--- src/logic/tx_mf_pkg.sv ---
package tx_mf_pkg;

	// datapath widths
	localparam int sample_w = 18;
	// pair sums need one extra bit over a sample
	localparam int pair_w = 19;
	localparam int prod_w = 18;
	// 11 products of prod_w bits cannot overflow acc_w
	localparam int acc_w = 22;

	// filter geometry
	localparam int num_taps = 21;
	localparam int num_pairs = 11;

	// one PAM step, full scale is 3 steps = 65535
	localparam int level_unit = 21845;

	// sample levels for symbol codes 0..3
	localparam logic signed [sample_w-1:0] sym_level [4] = '{
		-18'sd65535,
		-18'sd21845,
		18'sd21845,
		18'sd65535
	};

	// half-width of the window around each pair-sum level
	localparam int level_tol = 2631;

	// product for a pair sum of +2 level units, i.e. one step per sample
	// entry 10 is halved since the center sample arrives doubled
	localparam logic signed [prod_w-1:0] tap_coef [num_pairs] = '{
		18'sd398,
		18'sd817,
		18'sd553,
		-18'sd1047,
		-18'sd3477,
		-18'sd4566,
		-18'sd1442,
		18'sd7268,
		18'sd19619,
		18'sd30651,
		18'sd17541
	};

	// host register map
	typedef enum logic [1:0] {
		reg_symbol = 2'd0,
		reg_sample = 2'd1,
		reg_output = 2'd2,
		reg_unused = 2'd3
	} reg_addr_e;

endpackage

--- src/logic/tx_mf_tap.sv ---
`timescale 1ns/1ps

module tx_mf_tap (
	input  logic signed [tx_mf_pkg::pair_w-1:0] pair_sum,
	input  logic signed [tx_mf_pkg::prod_w-1:0] coef,
	output logic signed [tx_mf_pkg::prod_w-1:0] product
);
	import tx_mf_pkg::*;

	// two guard bits hold 3 x coef before the final slice
	localparam int wide_w = prod_w + 2;

	int ps_ext;
	logic neg;
	logic [1:0] mag;
	logic signed [wide_w-1:0] coef_x1;
	logic signed [wide_w-1:0] coef_x2;
	logic signed [wide_w-1:0] coef_x3;
	logic signed [wide_w-1:0] sel;
	logic signed [wide_w-1:0] signed_sel;

	assign ps_ext = int'(pair_sum);

	// level m sits at m * 2 * level_unit, windows never overlap
	// off-level inputs leave mag at zero and contribute nothing
	always_comb begin
		neg = 1'b0;
		mag = 2'd0;
		for (int m = -3; m <= 3; m++) begin
			if ((ps_ext > (2 * m * level_unit) - level_tol) &&
				(ps_ext < (2 * m * level_unit) + level_tol)) begin
				neg = (m < 0);
				mag = (m < 0) ? 2'(-m) : 2'(m);
			end
		end
	end

	// multiples of the coefficient from shifts and one add
	assign coef_x1 = {{2{coef[prod_w-1]}}, coef};
	assign coef_x2 = coef_x1 <<< 1;
	assign coef_x3 = coef_x2 + coef_x1;

	always_comb begin
		case (mag)
			2'd1: begin
				sel = coef_x1;
			end
			2'd2: begin
				sel = coef_x2;
			end
			2'd3: begin
				sel = coef_x3;
			end
			default: begin
				sel = '0;
			end
		endcase
	end

	assign signed_sel = neg ? -sel : sel;

	assign product = signed_sel[prod_w-1:0];

endmodule

--- src/logic/tx_mf_delay_line.sv ---
`timescale 1ns/1ps

module tx_mf_delay_line (
	input  logic clk,
	input  logic reset,
	input  logic push,
	input  logic signed [tx_mf_pkg::sample_w-1:0] push_sample,
	output logic signed [tx_mf_pkg::pair_w-1:0] pair_sum [tx_mf_pkg::num_pairs]
);
	import tx_mf_pkg::*;

	// sample history, position 0 is the newest
	logic signed [sample_w-1:0] hist [num_taps];

	// one shift per push, no free-running stream
	always_ff @(posedge clk) begin
		if (reset) begin
			for (int i = 0; i < num_taps; i++) begin
				hist[i] <= '0;
			end
		end else if (push) begin
			hist[0] <= push_sample;
			for (int i = 1; i < num_taps; i++) begin
				hist[i] <= hist[i-1];
			end
		end
	end

	// fold the symmetric taps, k pairs with 20-k
	always_comb begin
		for (int k = 0; k < num_pairs - 1; k++) begin
			pair_sum[k] = {hist[k][sample_w-1], hist[k]}
				+ {hist[num_taps-1-k][sample_w-1], hist[num_taps-1-k]};
		end
		// center has no partner, doubling keeps it on the pair-sum levels
		pair_sum[num_pairs-1] = {hist[num_pairs-1], 1'b0};
	end

endmodule

--- src/logic/tx_mf_adder_tree.sv ---
`timescale 1ns/1ps

module tx_mf_adder_tree (
	input  logic clk,
	input  logic reset,
	input  logic signed [tx_mf_pkg::prod_w-1:0] product [tx_mf_pkg::num_pairs],
	output logic signed [tx_mf_pkg::acc_w-1:0] filt_out
);
	import tx_mf_pkg::*;

	logic signed [acc_w-1:0] prod_ext [num_pairs];
	logic signed [acc_w-1:0] sum_l1 [6];
	logic signed [acc_w-1:0] sum_l2 [3];
	logic signed [acc_w-1:0] total;

	// widen first so no stage of the tree can overflow
	always_comb begin
		for (int i = 0; i < num_pairs; i++) begin
			prod_ext[i] = {{(acc_w - prod_w){product[i][prod_w-1]}}, product[i]};
		end
	end

	// 11 -> 6, the center product passes straight through
	always_comb begin
		for (int i = 0; i < 5; i++) begin
			sum_l1[i] = prod_ext[2*i] + prod_ext[2*i+1];
		end
		sum_l1[5] = prod_ext[num_pairs-1];
	end

	// 6 -> 3
	always_comb begin
		for (int i = 0; i < 3; i++) begin
			sum_l2[i] = sum_l1[2*i] + sum_l1[2*i+1];
		end
	end

	// 3 -> 1
	assign total = sum_l2[0] + sum_l2[1] + sum_l2[2];

	always_ff @(posedge clk) begin
		if (reset) begin
			filt_out <= '0;
		end else begin
			filt_out <= total;
		end
	end

endmodule

--- src/logic/tx_mf_wb_regs.sv ---
`timescale 1ns/1ps

module tx_mf_wb_regs (
	input  logic clk,
	input  logic reset,
	input  logic wb_cyc,
	input  logic wb_stb,
	input  logic wb_we,
	input  logic [1:0] wb_adr,
	input  logic [31:0] wb_dat_w,
	output logic [31:0] wb_dat_r,
	output logic wb_ack,
	input  logic signed [tx_mf_pkg::acc_w-1:0] filt_out,
	output logic push,
	output logic signed [tx_mf_pkg::sample_w-1:0] push_sample
);
	import tx_mf_pkg::*;

	logic req;
	logic wr_req;
	logic rd_req;
	logic push_addr;
	reg_addr_e addr;

	// a request is new until the ack for it has been seen
	assign req = wb_cyc && wb_stb && !wb_ack;
	assign wr_req = req && wb_we;
	assign rd_req = req && !wb_we;

	assign addr = reg_addr_e'(wb_adr);

	// only the two sample registers feed the delay line
	assign push_addr = (addr == reg_symbol) || (addr == reg_sample);

	// ack and push rise together, one cycle after the request
	always_ff @(posedge clk) begin
		if (reset) begin
			wb_ack <= 1'b0;
			push <= 1'b0;
		end else begin
			wb_ack <= req;
			push <= wr_req && push_addr;
		end
	end

	// sample that enters the line with the push pulse
	always_ff @(posedge clk) begin
		if (wr_req) begin
			case (addr)
				reg_symbol: begin
					push_sample <= sym_level[wb_dat_w[1:0]];
				end
				reg_sample: begin
					push_sample <= $signed(wb_dat_w[sample_w-1:0]);
				end
				default: begin
					push_sample <= push_sample;
				end
			endcase
		end
	end

	// read data is presented together with the ack
	always_ff @(posedge clk) begin
		if (rd_req) begin
			case (addr)
				reg_output: begin
					wb_dat_r <= {{(32 - acc_w){filt_out[acc_w-1]}}, filt_out};
				end
				default: begin
					// write-only and unused registers read as zero
					wb_dat_r <= '0;
				end
			endcase
		end
	end

endmodule

--- src/logic/tx_mf_top.sv ---
`timescale 1ns/1ps

module tx_mf_top (
	input  logic clk,
	input  logic reset,
	input  logic wb_cyc,
	input  logic wb_stb,
	input  logic wb_we,
	input  logic [1:0] wb_adr,
	input  logic [31:0] wb_dat_w,
	output logic [31:0] wb_dat_r,
	output logic wb_ack
);
	import tx_mf_pkg::*;

	logic push;
	logic signed [sample_w-1:0] push_sample;
	logic signed [pair_w-1:0] pair_sum [num_pairs];
	logic signed [prod_w-1:0] product [num_pairs];
	logic signed [acc_w-1:0] filt_out;

	// host side, sample pushes and readback
	tx_mf_wb_regs i_wb_regs (
		.clk         (clk),
		.reset       (reset),
		.wb_cyc      (wb_cyc),
		.wb_stb      (wb_stb),
		.wb_we       (wb_we),
		.wb_adr      (wb_adr),
		.wb_dat_w    (wb_dat_w),
		.wb_dat_r    (wb_dat_r),
		.wb_ack      (wb_ack),
		.filt_out    (filt_out),
		.push        (push),
		.push_sample (push_sample)
	);

	tx_mf_delay_line i_delay_line (
		.clk         (clk),
		.reset       (reset),
		.push        (push),
		.push_sample (push_sample),
		.pair_sum    (pair_sum)
	);

	// one multiplier-free cell per folded pair
	for (genvar k = 0; k < num_pairs; k++) begin : g_tap
		tx_mf_tap i_tap (
			.pair_sum (pair_sum[k]),
			.coef     (tap_coef[k]),
			.product  (product[k])
		);
	end

	tx_mf_adder_tree i_adder_tree (
		.clk      (clk),
		.reset    (reset),
		.product  (product),
		.filt_out (filt_out)
	);

endmodule

--- config.mk ---
export PLATFORM = sky130hd
export DESIGN_NAME = tx_mf_top
export DESIGN_NICKNAME = d
export VERILOG_FILES = /design/src/logic/tx_mf_pkg.sv /design/src/logic/tx_mf_tap.sv /design/src/logic/tx_mf_delay_line.sv /design/src/logic/tx_mf_adder_tree.sv /design/src/logic/tx_mf_wb_regs.sv /design/src/logic/tx_mf_top.sv
export SDC_FILE = /design/constraint.sdc
export NUM_CORES = 2
export LEC_CHECK = 0
export BUFFER_PORTS_ARGS = -buffer_cell sky130_fd_sc_hd__buf_2
export CORE_MARGIN = 10
export CORE_UTILIZATION = 55
export DETAILED_ROUTE_END_ITERATION = 10
export PLACE_DENSITY = 0.74
export SLEW_MARGIN = 20
export SYNTH_ARGS = -nofsm -noshare
export SYNTH_HDL_FRONTEND = slang
export SYNTH_SLANG_ARGS = --single-unit
--- constraint.sdc ---
create_clock -name clk -period 9.5 [get_ports clk]
set_clock_uncertainty 0.05 [all_clocks]
set_input_delay 0.95 -clock clk [delete_from_list [all_inputs] [get_ports clk]]
set_output_delay 0.95 -clock clk [all_outputs]
set_load 0.02 [all_outputs]
==> results.txt <==
The highest cell delay on the worst timing path came out at between 0.5 and 0.6 ns. TritonCTS built the clock tree. Of the available clock period, the critical path in the final layout requires 1.04. The internal power contribution came out at between 5 and 6 mW. Measured along the y axis, the die boundary spans 294 µm.

The count of buffers added on input and output ports is 57. The area growth from synthesis to layout came out at 23.5%. The wire length of the first global-routing pass came out at 191000 µm.

The total number of yosys warnings is 0. The met1 layer usage reported by global route came out at 0.338. The share of total power dissipated in the clock network is 0.248. The average wire length per cell after detail routing is about 19 µm. The DRC violations left came out at 0. The layout net count is between 5000 and 6000. In the global route stage, met2 resource usage came out at 0.466. For this block, the routed nets add up to 119000 µm of wire. Entering global routing, the biggest net connects 182 pins.

Subtracting the final worst setup slack from the clock period gives 9.89 ns. The cell with the most instances on the worst path is sky130_fd_sc_hd__fa_2. The number of nets in the synthesized netlist is 4939. CTS saw 442 sinks. The number of nets with antenna violations after detailed routing came out at 0. For this design, the slowest cell found on the critical path is sky130_fd_sc_hd__fa_1.

The global placer's final weighted congestion is 0.953. Counting flops with an async set or reset pin after synthesis yields a share of 0. The violation count after the first detailed-routing iteration is 2876.

The area of the mapped netlist is 41200 µm². The total global routing overflow is 0. For this design the top-level I/O count stands at 72.

The number of hold buffers added after CTS was 0. The capturing element type of the critical path is a flop. After global routing, the most crowded layer is met2. The most common cell after layout, fill and taps aside is sky130_fd_sc_hd__buf_4.

The number of buffers on the longest clock path came out at 3. The share of total power dissipated in combinational logic is 0.460. CTS placed an instance of sky130_fd_sc_hd__clkbuf_16 at the clock tree root. The switching power came out at just under 3 mW. The power density relative to cell area came out at 157 nW/µm². Once routing completed, OpenROAD measured the worst setup slack at -0.394 ns. The final route contains 37500 vias.

The later-pin clock latency in the skew report came out at 0.62 ns. The data required time at the worst endpoint is slightly below 10 ns. Of all nets on the critical path, the largest fanout is 4. The chip width is 294 µm. Of the cells placed in the final design, the portion with a size suffix greater than 1 is 0.238. The all-layer global routing usage came out at 0.269. The reported max-cap violation count came out at 0. The post-route standard cell area excluding fillers is 50900 µm². CTS built an H-tree with a depth of 2. The number of enable-type register cells in the synthesized netlist came out at 418.

Setup repair after global routing could not meet its margin everywhere. The final reports fail on negative setup slack. The post-synthesis instance total came out at 4468. The core region is 74300 µm². The cell row count is 100. For met3 alone, demand over resource in global routing was 0.0272. The switching power share of the total is 0.367. At the placement stage, the worst setup path has a slack of -0.727 ns. The number of standard cells in the final layout excluding fillers is 6265. In the layout the commonest cells are 835 x sky130_fd_sc_hd__buf_4, 418 x sky130_fd_sc_hd__edfxtp_1, 388 x sky130_fd_sc_hd__and2_1.

The path class of the lowest-slack min-delay path is flop to flop. The number of global-route vias before repair came to 36800. The register clock-pin slew on the reported worst setup and hold paths came out at 0.06 ns.

In this run, placement finished with an instance count of between 6000 and 7000. The antenna diode instance count came out at 0. The post-synthesis register bit count is roughly 440.

The share of power burned in registers came out at 0.292. The detailed-placement wirelength estimate came out at 92300 µm. The accumulated negative setup slack came out at -2.32 ns.

The run finished, with violations left. The number of max-slew violations in the final report came out at 0. The initial antenna violation count came out at 1. The worst setup path is launched from a flop.

Setup violations remaining at the end of the flow were counted as 10. The most used flip-flop cell after synthesis is sky130_fd_sc_hd__edfxtp_1. The hold violation total from the final report was 0. The setup path with the least slack is of type flop to flop.

Headroom to the max-slew limit came out at 0.282. The initial cell density of the core is 0.555. The count of TritonRoute iterations in the first routing pass is 6. The post-synthesis sequential area ratio came out at 0.316. The number of buffers created by CTS is 51. The slew at the pin with the worst max-slew slack is 1.07 ns. Summing all placed instances gives a cell area of ~48000 µm². The filler cell count is just under 6000. A synthesized cell averages roughly 9.2 µm². The critical path arrival is a little over 10 ns. The die covers 86300 µm². The mean number of vias per cell came out at around 6.

The leakage power summed over all cells came out at 22.4 nW. The number of distinct standard cells referenced by the synthesized netlist is 127. The peak ir drop on the vdd network came out at approximately 0.17 mV. The highest achievable clock rate came out at 101 MHz.
[critical path, delay by kind of cell (launching register included)]
family,cells,cell delay (ns)
AO/OA/AOI/OAI,17,3.58
XOR/XNOR,2,0.34
buffers and inverters,6,0.72
adder cells (fa/ha/maj),10,3.44
multiplexers,1,0.12
flip-flops,1,0.40
AND/OR/NAND/NOR,8,1.12
[stage by stage]
step	total power, mW	hold slack, ns	utilization
2_1_floorplan	4.47	0.432	-
3_3_place_gp	5.63	0.439	0.650
3_5_place_dp	5.70	0.438	0.650
4_1_cts	7.89	0.447	0.681
5_1_grt	8.49	0.469	0.685
6_report	8.02	0.438	0.685
[routing by layer]
metal | vias to the layer above | part of all wire
li1 | 18300 | -
met4 | 0 | 0.045
met2 | 994 | 0.48
met5 | - | 0
met3 | 296 | 0.044
met1 | 18000 | 0.43
[sequential cells by signal, indices dropped and copies added, names as in the netlist]
register and count:
i_wb_regs.push_sample 18, i_delay_line.hist 378, i_wb_regs.push 1, i_wb_regs.wb_dat_r 22, i_adder_tree.filt_out 22, i_wb_regs.wb_ack 1
[kinds of logic after synthesis]
kind of cell,after synthesis,share of synthesized area
and+or+nand+nor,1737,0.232
buffers and inverters,341,0.0331
DFF,442,0.316
AOI/OAI and AO/OA,1244,0.210
adders and majority gates,432,0.148
muxes,45,0.0118
xor gates and xnor gates,227,0.0488
[worst paths after layout]
path                        startpoint                         to  slack [ns]  depth (start not counted)
max reg2reg  i_delay_line.hist[0][162]  i_adder_tree.filt_out[19]       -0.39                         44
min          i_adder_tree.filt_out[21]     i_wb_regs.wb_dat_r[21]        0.44                          1
min reg2reg  i_adder_tree.filt_out[21]     i_wb_regs.wb_dat_r[21]        0.44                          1
max          i_delay_line.hist[0][162]  i_adder_tree.filt_out[19]       -0.39                         44
[synth_stat cells, types with 45 or more instances]
cell | n | area, µm²
sky130_fd_sc_hd__o21a_1 | 52 | 390
sky130_fd_sc_hd__ha_1 | 340 | 4250
sky130_fd_sc_hd__o21ai_0 | 200 | 1000
sky130_fd_sc_hd__nand2b_1 | 60 | 375
sky130_fd_sc_hd__clkbuf_1 | 131 | 492
sky130_fd_sc_hd__a31oi_1 | 65 | 407
sky130_fd_sc_hd__edfxtp_1 | 418 | 12600
sky130_fd_sc_hd__nor3_1 | 126 | 631
sky130_fd_sc_hd__nand4_1 | 50 | 313
sky130_fd_sc_hd__a21oi_1 | 279 | 1400
sky130_fd_sc_hd__and2_1 | 390 | 2440
sky130_fd_sc_hd__a21o_1 | 126 | 946
sky130_fd_sc_hd__inv_1 | 174 | 653
sky130_fd_sc_hd__nand2_1 | 238 | 893
sky130_fd_sc_hd__fa_1 | 92 | 1840
sky130_fd_sc_hd__and3_1 | 47 | 294
sky130_fd_sc_hd__nand3_1 | 106 | 531
sky130_fd_sc_hd__nor4_1 | 45 | 282
sky130_fd_sc_hd__nor2_1 | 324 | 1220
sky130_fd_sc_hd__xor2_1 | 86 | 753
sky130_fd_sc_hd__xnor2_1 | 138 | 1210
sky130_fd_sc_hd__a211oi_1 | 69 | 518
sky130_fd_sc_hd__nor2b_1 | 104 | 651
[power by group through the flow]
stage | Sequential [mW] | Combinational [mW] | Clock (mW)
finish | 2.34 | 3.69 | 1.99
global route | 2.34 | 4.06 | 2.09
CTS | 2.34 | 3.53 | 2.02
detailed placement | 2.37 | 3.32 | 0
global placement | 2.38 | 3.26 | 0
floorplan | 2.34 | 2.13 | 0
[cell type report]
type	instances	area, µm²	area share
clock buffers	65	1410	0.0278
clock inverters	30	268	0.00526
inverters	174	656	0.0129
multi-input cells	3685	27700	0.544
flip-flops and latches	442	13000	0.256
well taps	969	1210	0.0238
repair buffers	900	6650	0.131
[what timing repair did]
item                       4_1_cts  5_1_grt
cloned                           0        0
resized for setup               90       51
pin swaps                       97       47
buffers inserted                24        9
setup endpoints to repair       11       13
Power figures use the tool's default switching activity.
